File: src/common/ldst_pkg.sv
package ldst_pkg;

  // ------------------------------------------------------------
  // widths
  // ------------------------------------------------------------
  // data and address width
  localparam int unsigned XLEN = 32;
  // byte select width of the bus
  localparam int unsigned WB_SEL_W = XLEN / 8;

  // access width of a load or a store
  typedef enum logic [1:0] {
    LDST_BYTE = 2'd0,
    LDST_HALF = 2'd1,
    LDST_WORD = 2'd2
  } ldst_width_t;

  // stores with no bit set under this mask sit in the reserved low region
  localparam logic [XLEN-1:0] FWD_MASK = 32'hffff_ff00;

  // ------------------------------------------------------------
  // bus select helpers
  // ------------------------------------------------------------
  // byte lanes touched by an access of width w at byte offset off
  function automatic logic [WB_SEL_W-1:0] ldst_sel(ldst_width_t w, logic [1:0] off);
    logic [WB_SEL_W-1:0] base;
    case (w)
      LDST_BYTE: base = 4'b0001;
      LDST_HALF: base = 4'b0011;
      default:   base = 4'b1111;
    endcase
    return base << off;
  endfunction

  // keep only the low lanes of a right-aligned value, zero above
  function automatic logic [XLEN-1:0] ldst_zext(ldst_width_t w, logic [XLEN-1:0] v);
    case (w)
      LDST_BYTE: return {{(XLEN-8){1'b0}}, v[7:0]};
      LDST_HALF: return {{(XLEN-16){1'b0}}, v[15:0]};
      default:   return v;
    endcase
  endfunction

endpackage
File: src/rtl/ldst_top.sv
`timescale 1ns/1ps

module ldst_top import ldst_pkg::*; #(
  parameter int unsigned STBUFF_DEPTH = 4,
  localparam int unsigned StIdxW = $clog2(STBUFF_DEPTH),
  localparam int unsigned TagW = XLEN - StIdxW
) (
  input  logic                clk_i,
  input  logic                rst_n_i,
  // store port
  input  logic                st_valid_i,
  output logic                st_ready_o,
  input  logic [XLEN-1:0]     st_addr_i,
  input  ldst_width_t         st_width_i,
  input  logic [XLEN-1:0]     st_value_i,
  // load port
  input  logic                ld_valid_i,
  output logic                ld_ready_o,
  input  logic [XLEN-1:0]     ld_addr_i,
  input  ldst_width_t         ld_width_i,
  output logic                ld_done_o,
  output logic [XLEN-1:0]     ld_data_o,
  output logic                ld_fwd_o,
  // control
  input  logic                flush_i,
  output logic                st_idle_o,
  // wishbone master
  output logic                wb_cyc_o,
  output logic                wb_stb_o,
  output logic                wb_we_o,
  output logic [XLEN-1:0]     wb_adr_o,
  output logic [WB_SEL_W-1:0] wb_sel_o,
  output logic [XLEN-1:0]     wb_dat_o,
  input  logic [XLEN-1:0]     wb_dat_i,
  input  logic                wb_ack_i
);

  // ------------------------------------------------------------
  // internal wires
  // ------------------------------------------------------------
  // cache update from the store buffer
  logic              upd;
  logic [XLEN-1:0]   upd_addr;
  logic [StIdxW-1:0] upd_idx;
  // entry lookup
  logic [StIdxW-1:0] ent_idx;
  logic              ent_live;
  ldst_width_t       ent_width;
  logic [TagW-1:0]   ent_tag;
  logic [XLEN-1:0]   ent_value;
  // forwarding result
  logic [XLEN-1:0]   look_addr;
  logic              fwd_hit;
  logic [XLEN-1:0]   fwd_value;
  logic              sb_empty;
  // load unit master
  logic                lu_cyc;
  logic                lu_stb;
  logic [XLEN-1:0]     lu_adr;
  logic [WB_SEL_W-1:0] lu_sel;
  logic                lu_ack;
  logic [XLEN-1:0]     lu_dat;
  // store buffer master
  logic                sb_cyc;
  logic                sb_stb;
  logic                sb_we;
  logic [XLEN-1:0]     sb_adr;
  logic [WB_SEL_W-1:0] sb_sel;
  logic [XLEN-1:0]     sb_dat;
  logic                sb_ack;

  assign st_idle_o = sb_empty;

  store_buffer #(.STBUFF_DEPTH(STBUFF_DEPTH)) u_store_buffer (
    .clk_i, .rst_n_i,
    .st_valid_i, .st_ready_o, .st_addr_i, .st_width_i, .st_value_i,
    .upd_o(upd), .upd_addr_o(upd_addr), .upd_idx_o(upd_idx),
    .lk_idx_i(ent_idx), .lk_live_o(ent_live), .lk_width_o(ent_width),
    .lk_tag_o(ent_tag), .lk_value_o(ent_value),
    .empty_o(sb_empty), .wb_cyc_o(sb_cyc), .wb_stb_o(sb_stb), .wb_we_o(sb_we),
    .wb_adr_o(sb_adr), .wb_sel_o(sb_sel), .wb_dat_o(sb_dat), .wb_ack_i(sb_ack)
  );

  fwd_cache #(.STBUFF_DEPTH(STBUFF_DEPTH)) u_fwd_cache (
    .clk_i, .rst_n_i, .flush_i,
    .upd_i(upd), .upd_addr_i(upd_addr), .upd_idx_i(upd_idx),
    .ld_addr_i(look_addr), .ld_width_i(ld_width_i),
    .ent_live_i(ent_live), .ent_width_i(ent_width), .ent_tag_i(ent_tag),
    .ent_value_i(ent_value), .ent_idx_o(ent_idx),
    .hit_o(fwd_hit), .value_o(fwd_value)
  );

  load_unit #(.STBUFF_DEPTH(STBUFF_DEPTH)) u_load_unit (
    .clk_i, .rst_n_i,
    .ld_valid_i, .ld_ready_o, .ld_addr_i, .ld_width_i,
    .ld_done_o, .ld_data_o, .ld_fwd_o,
    .look_addr_o(look_addr), .hit_i(fwd_hit), .fwd_value_i(fwd_value),
    .sb_empty_i(sb_empty),
    .wb_cyc_o(lu_cyc), .wb_stb_o(lu_stb), .wb_adr_o(lu_adr), .wb_sel_o(lu_sel),
    .wb_dat_i(lu_dat), .wb_ack_i(lu_ack)
  );

  // load unit only reads, so its write enable and data are tied off
  wb_arbiter u_wb_arbiter (
    .clk_i, .rst_n_i,
    .m0_cyc_i(lu_cyc), .m0_stb_i(lu_stb), .m0_we_i(1'b0), .m0_adr_i(lu_adr),
    .m0_sel_i(lu_sel), .m0_dat_i('0), .m0_ack_o(lu_ack), .m0_dat_o(lu_dat),
    .m1_cyc_i(sb_cyc), .m1_stb_i(sb_stb), .m1_we_i(sb_we), .m1_adr_i(sb_adr),
    .m1_sel_i(sb_sel), .m1_dat_i(sb_dat), .m1_ack_o(sb_ack),
    .wb_cyc_o, .wb_stb_o, .wb_we_o, .wb_adr_o, .wb_sel_o, .wb_dat_o,
    .wb_dat_i, .wb_ack_i
  );

endmodule

File: src/rtl/wb_arbiter.sv
`timescale 1ns/1ps

module wb_arbiter import ldst_pkg::*; (
  input  logic                clk_i,
  input  logic                rst_n_i,
  // master 0, load unit
  input  logic                m0_cyc_i,
  input  logic                m0_stb_i,
  input  logic                m0_we_i,
  input  logic [XLEN-1:0]     m0_adr_i,
  input  logic [WB_SEL_W-1:0] m0_sel_i,
  input  logic [XLEN-1:0]     m0_dat_i,
  output logic                m0_ack_o,
  output logic [XLEN-1:0]     m0_dat_o,
  // master 1, store buffer drain
  input  logic                m1_cyc_i,
  input  logic                m1_stb_i,
  input  logic                m1_we_i,
  input  logic [XLEN-1:0]     m1_adr_i,
  input  logic [WB_SEL_W-1:0] m1_sel_i,
  input  logic [XLEN-1:0]     m1_dat_i,
  output logic                m1_ack_o,
  // external bus
  output logic                wb_cyc_o,
  output logic                wb_stb_o,
  output logic                wb_we_o,
  output logic [XLEN-1:0]     wb_adr_o,
  output logic [WB_SEL_W-1:0] wb_sel_o,
  output logic [XLEN-1:0]     wb_dat_o,
  input  logic [XLEN-1:0]     wb_dat_i,
  input  logic                wb_ack_i
);

  // owner 0 is the load unit
  logic owner_q;
  logic owner;
  // open transfer not yet acknowledged
  logic busy_q;

  // keep the owner until its transfer is acknowledged
  assign owner = busy_q ? owner_q : (m0_cyc_i ? 1'b0 : (m1_cyc_i ? 1'b1 : owner_q));

  always_ff @(posedge clk_i or negedge rst_n_i) begin
    if (!rst_n_i) begin
      owner_q <= 1'b0;
      busy_q  <= 1'b0;
    end else begin
      owner_q <= owner;
      // bus frees up in the ack cycle
      busy_q  <= wb_cyc_o && !wb_ack_i;
    end
  end

  // ------------------------------------------------------------
  // bus mux, only the owner drives
  // ------------------------------------------------------------
  assign wb_cyc_o = owner ? m1_cyc_i : m0_cyc_i;
  assign wb_stb_o = owner ? m1_stb_i : m0_stb_i;
  assign wb_we_o  = owner ? m1_we_i  : m0_we_i;
  assign wb_adr_o = owner ? m1_adr_i : m0_adr_i;
  assign wb_sel_o = owner ? m1_sel_i : m0_sel_i;
  assign wb_dat_o = owner ? m1_dat_i : m0_dat_i;

  // ack routed back to the owner only
  assign m0_ack_o = wb_ack_i && !owner;
  assign m1_ack_o = wb_ack_i && owner;
  assign m0_dat_o = wb_dat_i;

endmodule

File: src/rtl/load_unit.sv
`timescale 1ns/1ps

module load_unit import ldst_pkg::*; #(
  parameter int unsigned STBUFF_DEPTH = 4
) (
  input  logic                clk_i,
  input  logic                rst_n_i,
  // load port
  input  logic                ld_valid_i,
  output logic                ld_ready_o,
  input  logic [XLEN-1:0]     ld_addr_i,
  input  ldst_width_t         ld_width_i,
  output logic                ld_done_o,
  output logic [XLEN-1:0]     ld_data_o,
  output logic                ld_fwd_o,
  // forwarding cache lookup
  output logic [XLEN-1:0]     look_addr_o,
  input  logic                hit_i,
  input  logic [XLEN-1:0]     fwd_value_i,
  // store buffer state
  input  logic                sb_empty_i,
  // read master
  output logic                wb_cyc_o,
  output logic                wb_stb_o,
  output logic [XLEN-1:0]     wb_adr_o,
  output logic [WB_SEL_W-1:0] wb_sel_o,
  input  logic [XLEN-1:0]     wb_dat_i,
  input  logic                wb_ack_i
);

  // ------------------------------------------------------------
  // load FSM
  // ------------------------------------------------------------
  typedef enum logic [1:0] {
    LU_IDLE  = 2'd0,
    LU_WAIT  = 2'd1,
    LU_BUS   = 2'd2,
    LU_DONE  = 2'd3
  } lu_state_t;

  lu_state_t       state_q;
  logic [XLEN-1:0] addr_q;
  ldst_width_t     width_q;
  logic [XLEN-1:0] data_q;
  logic            fwd_q;
  logic            accept;
  logic [XLEN-1:0] rd_shift;

  assign ld_ready_o = (state_q == LU_IDLE);
  assign accept     = ld_valid_i && ld_ready_o;

  // lookup uses the live input on acceptance, then the held address
  assign look_addr_o = (state_q == LU_IDLE) ? ld_addr_i : addr_q;

  always_ff @(posedge clk_i or negedge rst_n_i) begin
    if (!rst_n_i) begin
      state_q <= LU_IDLE;
    end else begin
      case (state_q)
        LU_IDLE: begin
          if (accept) state_q <= hit_i ? LU_DONE : LU_WAIT;
        end
        // older stores must reach memory first
        LU_WAIT: begin
          if (sb_empty_i) state_q <= LU_BUS;
        end
        LU_BUS: begin
          if (wb_ack_i) state_q <= LU_DONE;
        end
        default: state_q <= LU_IDLE;
      endcase
    end
  end

  // request and result registers
  always_ff @(posedge clk_i) begin
    if (accept) begin
      addr_q  <= ld_addr_i;
      width_q <= ld_width_i;
      data_q  <= fwd_value_i;
      fwd_q   <= hit_i;
    end else if (state_q == LU_BUS && wb_ack_i) begin
      data_q <= ldst_zext(width_q, rd_shift);
      fwd_q  <= 1'b0;
    end
  end

  // ------------------------------------------------------------
  // bus read and lane extraction
  // ------------------------------------------------------------
  assign wb_cyc_o = (state_q == LU_BUS);
  assign wb_stb_o = (state_q == LU_BUS);
  assign wb_adr_o = {addr_q[XLEN-1:2], 2'b00};
  assign wb_sel_o = ldst_sel(width_q, addr_q[1:0]);
  // bring the addressed lanes down to bit 0
  assign rd_shift = wb_dat_i >> {addr_q[1:0], 3'b000};

  // one-cycle completion
  assign ld_done_o = (state_q == LU_DONE);
  assign ld_data_o = data_q;
  assign ld_fwd_o  = fwd_q;

endmodule

File: src/store_buffer/store_buffer.sv
`timescale 1ns/1ps

module store_buffer import ldst_pkg::*; #(
  parameter int unsigned STBUFF_DEPTH = 4,
  localparam int unsigned StIdxW = $clog2(STBUFF_DEPTH),
  localparam int unsigned TagW = XLEN - StIdxW
) (
  input  logic                clk_i,
  input  logic                rst_n_i,
  // store port
  input  logic                st_valid_i,
  output logic                st_ready_o,
  input  logic [XLEN-1:0]     st_addr_i,
  input  ldst_width_t         st_width_i,
  input  logic [XLEN-1:0]     st_value_i,
  // forwarding cache update
  output logic                upd_o,
  output logic [XLEN-1:0]     upd_addr_o,
  output logic [StIdxW-1:0]   upd_idx_o,
  // entry lookup
  input  logic [StIdxW-1:0]   lk_idx_i,
  output logic                lk_live_o,
  output ldst_width_t         lk_width_o,
  output logic [TagW-1:0]     lk_tag_o,
  output logic [XLEN-1:0]     lk_value_o,
  // drain master
  output logic                empty_o,
  output logic                wb_cyc_o,
  output logic                wb_stb_o,
  output logic                wb_we_o,
  output logic [XLEN-1:0]     wb_adr_o,
  output logic [WB_SEL_W-1:0] wb_sel_o,
  output logic [XLEN-1:0]     wb_dat_o,
  input  logic                wb_ack_i
);

  // ------------------------------------------------------------
  // queue storage
  // ------------------------------------------------------------
  logic [XLEN-1:0] q_addr  [STBUFF_DEPTH];
  ldst_width_t     q_width [STBUFF_DEPTH];
  logic [XLEN-1:0] q_value [STBUFF_DEPTH];
  // live means written but not yet acknowledged on the bus
  logic            q_live  [STBUFF_DEPTH];

  logic [StIdxW-1:0] head_q;
  logic [StIdxW-1:0] tail_q;
  logic [StIdxW:0]   count_q;

  logic push;
  logic pop;
  logic [1:0] head_off;
  logic [XLEN-1:0] lk_addr;

  assign st_ready_o = (count_q != STBUFF_DEPTH[StIdxW:0]);
  assign empty_o    = (count_q == '0);
  assign push       = st_valid_i && st_ready_o;
  // head leaves on the write ack
  assign pop        = wb_cyc_o && wb_ack_i;

  // pointers and count
  always_ff @(posedge clk_i or negedge rst_n_i) begin
    if (!rst_n_i) begin
      head_q  <= '0;
      tail_q  <= '0;
      count_q <= '0;
    end else begin
      if (push) tail_q <= tail_q + 1'b1;
      if (pop) head_q <= head_q + 1'b1;
      if (push && !pop) begin
        count_q <= count_q + 1'b1;
      end else if (pop && !push) begin
        count_q <= count_q - 1'b1;
      end
    end
  end

  // live flags
  always_ff @(posedge clk_i or negedge rst_n_i) begin
    if (!rst_n_i) begin
      for (int i = 0; i < STBUFF_DEPTH; i++) q_live[i] <= 1'b0;
    end else begin
      if (pop) q_live[head_q] <= 1'b0;
      if (push) q_live[tail_q] <= 1'b1;
    end
  end

  // entry payload
  always_ff @(posedge clk_i) begin
    if (push) begin
      q_addr[tail_q]  <= st_addr_i;
      q_width[tail_q] <= st_width_i;
      q_value[tail_q] <= st_value_i;
    end
  end

  // ------------------------------------------------------------
  // cache update and lookup
  // ------------------------------------------------------------
  assign upd_o      = push;
  assign upd_addr_o = st_addr_i;
  assign upd_idx_o  = tail_q;

  assign lk_addr    = q_addr[lk_idx_i];
  assign lk_live_o  = q_live[lk_idx_i];
  assign lk_width_o = q_width[lk_idx_i];
  // same tag layout as the cache, upper bits and byte offset
  assign lk_tag_o   = {lk_addr[XLEN-1:2+StIdxW], lk_addr[1:0]};
  assign lk_value_o = q_value[lk_idx_i];

  // ------------------------------------------------------------
  // drain, one write per head entry
  // ------------------------------------------------------------
  assign head_off = q_addr[head_q][1:0];
  // held steady until ack since head only moves on ack
  assign wb_cyc_o = !empty_o;
  assign wb_stb_o = !empty_o;
  assign wb_we_o  = 1'b1;
  assign wb_adr_o = {q_addr[head_q][XLEN-1:2], 2'b00};
  assign wb_sel_o = ldst_sel(q_width[head_q], head_off);
  // move the right-aligned value onto its lanes
  assign wb_dat_o = q_value[head_q] << {head_off, 3'b000};

endmodule

File: src/rtl/fwd_cache.sv
`timescale 1ns/1ps

module fwd_cache import ldst_pkg::*; #(
  parameter int unsigned STBUFF_DEPTH = 4,
  localparam int unsigned StIdxW = $clog2(STBUFF_DEPTH),
  localparam int unsigned TagW = XLEN - StIdxW
) (
  input  logic              clk_i,
  input  logic              rst_n_i,
  input  logic              flush_i,
  // store side update
  input  logic              upd_i,
  input  logic [XLEN-1:0]   upd_addr_i,
  input  logic [StIdxW-1:0] upd_idx_i,
  // load side lookup
  input  logic [XLEN-1:0]   ld_addr_i,
  input  ldst_width_t       ld_width_i,
  // entry named by the slot, as seen in the store buffer
  input  logic              ent_live_i,
  input  ldst_width_t       ent_width_i,
  input  logic [TagW-1:0]   ent_tag_i,
  input  logic [XLEN-1:0]   ent_value_i,
  output logic [StIdxW-1:0] ent_idx_o,
  output logic              hit_o,
  output logic [XLEN-1:0]   value_o
);

  // ------------------------------------------------------------
  // slot table
  // ------------------------------------------------------------
  logic              slot_valid [STBUFF_DEPTH];
  logic [TagW-1:0]   slot_tag   [STBUFF_DEPTH];
  logic [StIdxW-1:0] slot_idx   [STBUFF_DEPTH];

  // slot select sits just above the byte offset
  logic [StIdxW-1:0] upd_slot;
  logic [TagW-1:0]   upd_tag;
  logic [StIdxW-1:0] ld_slot;
  logic [TagW-1:0]   ld_tag;
  logic              upd_en;
  logic              slot_hit;
  logic              ent_hit;

  assign upd_slot = upd_addr_i[2 +: StIdxW];
  // tag keeps the upper bits plus the byte offset
  assign upd_tag  = {upd_addr_i[XLEN-1:2+StIdxW], upd_addr_i[1:0]};
  assign ld_slot  = ld_addr_i[2 +: StIdxW];
  assign ld_tag   = {ld_addr_i[XLEN-1:2+StIdxW], ld_addr_i[1:0]};

  // reserved low region never recorded
  assign upd_en = upd_i && ((upd_addr_i & FWD_MASK) != '0);

  // valid bits, flush wins over an update
  always_ff @(posedge clk_i or negedge rst_n_i) begin
    if (!rst_n_i) begin
      for (int i = 0; i < STBUFF_DEPTH; i++) slot_valid[i] <= 1'b0;
    end else if (flush_i) begin
      for (int i = 0; i < STBUFF_DEPTH; i++) slot_valid[i] <= 1'b0;
    end else if (upd_en) begin
      slot_valid[upd_slot] <= 1'b1;
    end
  end

  // tag and entry index payload
  always_ff @(posedge clk_i) begin
    if (upd_en) begin
      slot_tag[upd_slot] <= upd_tag;
      slot_idx[upd_slot] <= upd_idx_i;
    end
  end

  // ------------------------------------------------------------
  // hit decision
  // ------------------------------------------------------------
  assign ent_idx_o = slot_idx[ld_slot];
  assign slot_hit  = slot_valid[ld_slot] && (slot_tag[ld_slot] == ld_tag);
  // entry must still be buffered, same width and same address
  assign ent_hit   = ent_live_i && (ent_width_i == ld_width_i) && (ent_tag_i == ld_tag);
  assign hit_o     = slot_hit && ent_hit;
  // stored value is right-aligned, trim to the load width
  assign value_o   = ldst_zext(ld_width_i, ent_value_i);

endmodule

File: config.mk
export PLATFORM = sky130hd
export DESIGN_NAME = ldst_top
export DESIGN_NICKNAME = d
export VERILOG_FILES = /design/src/common/ldst_pkg.sv /design/src/rtl/ldst_top.sv /design/src/rtl/wb_arbiter.sv /design/src/rtl/load_unit.sv /design/src/store_buffer/store_buffer.sv /design/src/rtl/fwd_cache.sv
export SDC_FILE = /design/constraint.sdc
export NUM_CORES = 1
export LEC_CHECK = 0
export BUFFER_PORTS_ARGS = -buffer_cell sky130_fd_sc_hd__buf_2
export CAP_MARGIN = 0
export CORE_UTILIZATION = 45
export DETAILED_ROUTE_END_ITERATION = 10
export PLACE_DENSITY = 0.69
export RECOVER_POWER = 50
export SLEW_MARGIN = 10
export SYNTH_ARGS = -nofsm -noshare
export SYNTH_HDL_FRONTEND = slang
export SYNTH_SLANG_ARGS = --single-unit
File: constraint.sdc
create_clock -name clk_i -period 6.1 [get_ports clk_i]
set_clock_uncertainty 0.2 [all_clocks]
set_input_delay 1.22 -clock clk_i [delete_from_list [all_inputs] [get_ports clk_i]]
set_output_delay 1.22 -clock clk_i [all_outputs]
set_load 0.05 [all_outputs]
# == Word-level counts from Yosys, hierarchy flattened ==
# Memories as Yosys holds them, arrays and structs flattened.
# Cells that the tools add are included.
# word_totals
memories,5
inputBits,138
ram_bits,392
output_inout_bits,108
ff_bits,86
wordCells,137
# op_classes
n_reduce_logical,32
order_cmp,8
eq_ne,13
mux,44
add_sub_neg,4
shifts,4
n_bitwise,9
# mem_list
memory,words,width,rd,rd_ports_with_merged_regs,wr,line_no,source
u_store_buffer.q_addr,4,32,2,0,1,store_buffer.sv:40,logic [XLEN-1:0] q_addr [STBUFF_DEPTH];
u_store_buffer.q_value,4,32,2,0,1,store_buffer.sv:42,logic [XLEN-1:0] q_value [STBUFF_DEPTH];
u_fwd_cache.slot_tag,4,30,1,0,1,fwd_cache.sv:32,logic [TagW-1:0] slot_tag [STBUFF_DEPTH];
u_fwd_cache.slot_idx,4,2,1,0,1,fwd_cache.sv:33,logic [StIdxW-1:0] slot_idx [STBUFF_DEPTH];
u_store_buffer.q_width,4,2,2,0,1,store_buffer.sv:41,ldst_width_t q_width [STBUFF_DEPTH];
# ops
op,count
32-bit 2-to-1 mux,5
32-bit one-hot mux with 2 select lines,2
30-bit == test,2
32-bit nonzero test,1
32-bit by 5-bit << shifter with 32-bit output,1
32-bit by 5-bit right shift with 32-bit output,1
4-bit 2-to-1 mux,5
1-bit 2-to-1 mux,18
1-bit logical AND,17
4-bit one-hot mux with 2 select lines,2
"3-bit >= comparator, second input constant",5
2-bit NOT with 3-bit output,5
"3-bit by 1-bit less-than comparator with 1-bit output, second input constant",3
"2-bit by 1-bit == test with 1-bit output, second input constant",4
2-bit logical NOT,4
2-bit 2-to-1 mux,4
4-bit bitwise OR,2
4-bit by 2-bit << shifter with 4-bit output,2
1-bit demux with 2-bit select,3
3-bit 2-to-1 mux,2
"2-bit inequality test, second input constant",3
2-bit one-hot mux with 3 select lines,1
2-bit nonzero test,3
1-bit logical NOT,5
other kinds (11),14

# == Logic depth before layout (Yosys ltp) ==
# An unclocked memory read counts as a cell.
# depth
word_depth,13
ltp_mapped,17
depth_no_buf,13

# == Hierarchy ==
# From an unflattened synthesis, not the netlist that was laid out.
# hier_totals
cells_unflattened,1334
hier_area_um2,23413.7
# by_module_without_submodules
module,cells_each,area_per_inst_um2,seq_area_each_um2,n_inst
store_buffer,591,12549.5,8202.9,1
fwd_cache,354,5955.7,3943.8,1
load_unit,266,3722.3,2062.0,1
wb_arbiter,122,1182.4,50.0,1
ldst_top,1,3.8,0.0,1

# == Worst setup path after synthesis ==
# OpenSTA, ideal clock, no wires.
# synth_timing
path_kind,register to output
start,register u_store_buffer.head_q[1]
end,output wb_dat_o[24]
setup_slack_ns,1.248
t_arrival_ns,3.432
n_path_buf,3
stages_incl_launch_ff,7
path_cell_list,dfrtp_1 > buf_1 > clkbuf_1 > buf_1 > mux4_2 > mux2i_1 > a211oi_1
# synth_via
elab_chain_len,3
word_cells_on_any_way,4
cone_classes,shift (1); mux (1); memory (2)
# synth_rtl
item,line_no,source
"start, declared",store_buffer.sv:46,logic [StIdxW-1:0] head_q;
"start signal, assigned",store_buffer.sv:69,if (pop) head_q <= head_q + 1'b1;
"memory 4 x 32 bit, on equally long branches",-,
32-bit by 5-bit << shifter with 32-bit output (*),store_buffer.sv:122,"assign wb_dat_o = q_value[head_q] << {head_off, 3'b000};"
32-bit 2-to-1 mux (*),wb_arbiter.sv:62,assign wb_dat_o = owner ? m1_dat_i : m0_dat_i;
"end, declared",ldst_top.sv:33,"output logic [XLEN-1:0] wb_dat_o,"
# Mark *: on every way between the ends. The rest lies on a longest branch, timed or not.

# == Worst setup path in the final report ==
# layout_timing
start,register u_store_buffer.head_q[0]
end,output wb_dat_o[3]
# Same word-level chain as after synthesis.

==> impl_results.html <==
<table>
<tr><th>Metric</th><th>Value</th></tr>
<tr><th colspan="2">Critical path</th></tr>
<tr><td>Category of the critical setup timing path</td><td>reg -&gt; out</td></tr>
<tr><td>Signal arrival time at the worst endpoint</td><td>3.90 ns</td></tr>
<tr><td>Worst-case register-to-register setup slack</td><td>just over 1 ns</td></tr>
<tr><td>Crit-path max FO</td><td>31</td></tr>
<tr><td>Length in cells of the worst reg-to-reg path</td><td>11</td></tr>
<tr><td>Startpoint of the worst-slack reg-to-reg timing path</td><td>u_load_unit.state_q[0]</td></tr>
<tr><td>Sort of element at the end of the critical path</td><td>output pin</td></tr>
<tr><td>Kind of launch point of the worst setup path</td><td>flip-flop</td></tr>
<tr><td>Capture point of the worst reg-to-reg path</td><td>u_load_unit.state_q[1]</td></tr>
<tr><td>Worst endpoint required time</td><td>4.68 ns</td></tr>
<tr><th colspan="2">CTS</th></tr>
<tr><td>Post-CTS Hold Buffers</td><td>0</td></tr>
<tr><td>Deepest clock path buffer count</td><td>3</td></tr>
<tr><td>TritonCTS clock tree</td><td>built</td></tr>
<tr><td>Clock slew seen by the registers of the worst setup and hold paths</td><td>0.06 ns</td></tr>
<tr><td>Total number of clock tree sinks</td><td>478</td></tr>
<tr><td>Clock root buffer</td><td>sky130_fd_sc_hd__clkbuf_16</td></tr>
<tr><td>Clock H-tree levels</td><td>2</td></tr>
<tr><td>Worst-Skew Late Latency</td><td>roughly 0.60 ns</td></tr>
<tr><td>Number of cells upsized or downsized after cts</td><td>0</td></tr>
<tr><td>Post-CTS setup buffer count</td><td>0</td></tr>
<tr><td>Number of clock buffers inserted by TritonCTS</td><td>51</td></tr>
<tr><th colspan="2">Global routing</th></tr>
<tr><td>Wire length of the first global-routing pass</td><td>between 100000 and 150000 um</td></tr>
<tr><td>Sum of overflow across all layers after global routing</td><td>0</td></tr>
<tr><td>Initial antenna violation count</td><td>2</td></tr>
<tr><td>Vias in the first global route</td><td>15240</td></tr>
<tr><td>Overall fraction of global-route tracks in use</td><td>26.63%</td></tr>
<tr><td>Maximum number of pins on one net before global-route repair</td><td>52</td></tr>
<tr><th colspan="2">Route</th></tr>
<tr><td>Detail Route Antenna Nets</td><td>0</td></tr>
<tr><td>Via count</td><td>~15000</td></tr>
<tr><td>1st-iter DRT viols</td><td>about 1500</td></tr>
<tr><td>Iteration count of the initial detailed-routing pass</td><td>7</td></tr>
<tr><td>Total DRC errors in the routed layout</td><td>0</td></tr>
<tr><td>Vias per std cell</td><td>between 6 and 7</td></tr>
<tr><td>Total detailed-routing wirelength</td><td>70520 um</td></tr>
<tr><td>Mean routed wirelength per cell</td><td>28.17 um</td></tr>
<tr><th colspan="2">Synth</th></tr>
<tr><td>Post-synth cell types</td><td>67</td></tr>
<tr><td>Gate count of the mapped netlist</td><td>between 1500 and 2000</td></tr>
<tr><td>Share of the synthesized area in the top cell type</td><td>about three fifths</td></tr>
<tr><td>Mean instance size in the synthesized netlist</td><td>14.97 um^2</td></tr>
<tr><td>Cell types occupying the most area after synthesis</td><td>sky130_fd_sc_hd__edfxtp_1 (59%), sky130_fd_sc_hd__mux4_2 (10%), sky130_fd_sc_hd__mux2i_1 (8.0%)</td></tr>
<tr><td>Proportion of synthesized chip area in sequential cells</td><td>between 60% and 70%</td></tr>
<tr><td>Synth async-reset ratio</td><td>3.975%</td></tr>
<tr><td>Most instantiated flip-flop cell in the synthesis netlist</td><td>sky130_fd_sc_hd__edfxtp_1</td></tr>
<tr><td>Area of the mapped netlist</td><td>23180 um^2</td></tr>
<tr><td>Post-synth EDFFs</td><td>459</td></tr>
<tr><td>Cell taking the most area after synthesis</td><td>sky130_fd_sc_hd__edfxtp_1</td></tr>
<tr><td>Warnings from Yosys</td><td>0</td></tr>
<tr><td>Number of storage elements in the synthesis netlist</td><td>478</td></tr>
<tr><th colspan="2">Timing</th></tr>
<tr><td>Worst slew margin relative to its limit</td><td>-82.40%</td></tr>
<tr><td>Unrepaired setup endpoints after global routing</td><td>no</td></tr>
<tr><td>Min Clock Period, post-route</td><td>roughly 5.3 ns</td></tr>
<tr><td>Slew at the pin with the worst max-slew slack</td><td>2.736 ns</td></tr>
<tr><td>Final slew viol count</td><td>around 170</td></tr>
<tr><td>Maximum clock frequency</td><td>188.1 MHz</td></tr>
<tr><td>Share of the clock period used by the worst path</td><td>87.16%</td></tr>
<tr><td>Setup total negative slack</td><td>0 ns</td></tr>
<tr><td>Final Worst Setup Slack</td><td>~0.78 ns</td></tr>
<tr><td>Final-report hold violation count</td><td>0</td></tr>
<tr><td>Final setup fails</td><td>0</td></tr>
<tr><th colspan="2">Floorplan</th></tr>
<tr><td>Area of the placeable core</td><td>50480 um^2</td></tr>
<tr><td>Die area</td><td>52430 um^2</td></tr>
<tr><td># rows</td><td>82</td></tr>
<tr><td>Height of the chip</td><td>approximately 230 um</td></tr>
<tr><td>Initial Utilization</td><td>45.92%</td></tr>
<tr><td># IOs</td><td>246</td></tr>
<tr><td>Horizontal die dimension</td><td>roughly 230 um</td></tr>
<tr><th colspan="2">Min path</th></tr>
<tr><td>Source of the worst hold timing path</td><td>u_store_buffer.q_live[0]</td></tr>
<tr><td>Hold Crit Class</td><td>reg -&gt; reg</td></tr>
<tr><td>Capture endpoint of the worst hold path</td><td>u_store_buffer.q_live[0]</td></tr>
<tr><td>Worst Hold Depth</td><td>1</td></tr>
<tr><th colspan="2">Cells and area</th></tr>
<tr><td>Layout cell share with drive strength beyond 1</td><td>between 20% and 30%</td></tr>
<tr><td># nets final</td><td>1939</td></tr>
<tr><td>Top library cells by usage in the layout, fill and taps aside</td><td>sky130_fd_sc_hd__edfxtp_1 (459), sky130_fd_sc_hd__mux2i_1 (185), sky130_fd_sc_hd__nand2_1 (164), sky130_fd_sc_hd__buf_2 (148), sky130_fd_sc_hd__clkbuf_1 (104)</td></tr>
<tr><td>Layout Area Growth over Synthesis</td><td>15.06%</td></tr>
<tr><td>Leading cell type in the layout, fill and taps excluded</td><td>sky130_fd_sc_hd__edfxtp_1</td></tr>
<tr><th colspan="2">Pwr</th></tr>
<tr><td>Maximum vdd ir drop</td><td>0.3879 mV</td></tr>
<tr><td>Total leakage power</td><td>roughly 9.5 nW</td></tr>
<tr><td>Power density of the placed cells</td><td>583.3 nW/um^2</td></tr>
<tr><th colspan="2">Status</th></tr>
<tr><td>Failing checks</td><td>capacitance limit, slew limit</td></tr>
<tr><td>Result of the run</td><td>finished with violations</td></tr>
<tr><th colspan="2">Placement</th></tr>
<tr><td>Input/output buffers</td><td>243</td></tr>
<tr><td>Routability Congestion</td><td>between 0.9 and 1</td></tr>
<tr><td>Detailed-placement wirelength estimate</td><td>slightly below 50000 um</td></tr>
<tr><td>Worst slack after detailed placement</td><td>0.9587 ns</td></tr>
<tr><th colspan="2">Flow run</th></tr>
<tr><td>Maximum Capacitance Violations</td><td>4</td></tr>
</table>
==> metrics by stage <==
step | power, mW | cells | hold slack [ns] | instance area, um^2 | utilization, %
2_1_floorplan | 10.24 | 1549 | 0.2419 | 23180 | -
3_3_place_gp | 12.46 | 2406 | 0.2770 | 25160 | 49.84
3_5_place_dp | 12.53 | 2406 | 0.2659 | 25160 | 49.84
4_1_cts | 15.59 | 2501 | 0.2798 | 26810 | 53.11
5_1_grt | 16.12 | 2501 | 0.2859 | 26670 | 52.83
6_report | 15.56 | 2503 | 0.2798 | 26670 | 52.84
==> worst max path at each step <==
stage / from / end / slack (ns) / depth (start not counted)
CTS: u_store_buffer.head_q[0] / wb_dat_o[3] / 0.80 / 5
detailed placement: ld_addr_i[2] / u_load_unit.state_q[1] / 0.96 / 10
floorplan: u_store_buffer.head_q[1] / wb_dat_o[24] / 1.25 / 6
finish: u_store_buffer.head_q[0] / wb_dat_o[3] / 0.78 / 5
global placement: ld_addr_i[2] / u_load_unit.state_q[1] / 1.04 / 10
global route: u_store_buffer.head_q[0] / wb_dat_o[3] / 0.66 / 5
==> per-layer routing <==
metal	GRT usage [%]	routed length, um	vias to the layer above	share of wire, %
met5	0	0	-	0
met4	10.23	2725	0	3.9
met3	4.553	6171	167	8.8
met2	44.31	34230	883	49
met1	34.88	27390	7826	39
li1	-	-	6571	-
==> critical path, cell delays in order, from the launching register on <==
cell                       delay [ns]
sky130_fd_sc_hd__dfrtp_4         0.85
sky130_fd_sc_hd__mux4_2          0.85
sky130_fd_sc_hd__nand2b_1        0.49
sky130_fd_sc_hd__nor2_1          0.59
sky130_fd_sc_hd__and2_1          0.22
sky130_fd_sc_hd__buf_2           0.26
==> cells in the mapped netlist, types with 20 or more instances <==
cell type / count
sky130_fd_sc_hd__a211oi_1: 27
sky130_fd_sc_hd__a21oi_1: 29
sky130_fd_sc_hd__buf_1: 22
sky130_fd_sc_hd__clkbuf_1: 38
sky130_fd_sc_hd__edfxtp_1: 459
sky130_fd_sc_hd__mux2_2: 34
sky130_fd_sc_hd__mux2i_1: 185
sky130_fd_sc_hd__mux4_2: 103
sky130_fd_sc_hd__nand2_1: 164
sky130_fd_sc_hd__nor2_1: 61
sky130_fd_sc_hd__nor3_1: 24
sky130_fd_sc_hd__nor4_1: 20
sky130_fd_sc_hd__o21ai_0: 35
sky130_fd_sc_hd__xnor2_1: 30
sky130_fd_sc_hd__xor2_1: 47
==> area by class of cell <==
cell class	count	area, um^2
tap	672	840.8
timing repair buffer	276	1358
multi-input combinational	960	8482
fill	4219	23810
clock inverter	35	336.6
clock buffer	60	1310
sequential	478	14270
inverter	20	75.07
antenna	2	5.005
==> report_power, final <==
group          leakage (nW)  internal [mW]  total (mW)  switching, mW
Clock                 0.796           1.76        3.06           1.30
Sequential             4.45           4.31        4.69          0.382
Combinational          4.29           2.44        7.81           5.37
==> state kept, by name (all words and copies together) (netlist names), 2 cells and up <==
register,cells
u_fwd_cache.slot_idx,8
u_fwd_cache.slot_tag,120
u_fwd_cache.slot_valid,4
u_load_unit.addr_q,32
u_load_unit.ld_data_o,32
u_load_unit.state_q,2
u_load_unit.width_q,2
u_store_buffer.count_q,3
u_store_buffer.head_q,2
u_store_buffer.q_addr,128
u_store_buffer.q_live,4
u_store_buffer.q_value,128
u_store_buffer.q_width,8
u_store_buffer.upd_idx_o,2
==> kinds of logic after synthesis <==
family | count (synthesis) | share of synthesized area (%)
adders and majority gates | 14 | 0.7881
and+or+nand+nor | 344 | 6.763
buffers and inverters | 111 | 2.186
AOI/OAI and AO/OA | 197 | 5.905
xor gates and xnor gates | 77 | 2.909
DFF | 478 | 61.51
other | 1 | 0.01618
muxes | 326 | 19.92
No activity file was read; power rests on OpenSTA's default activity.
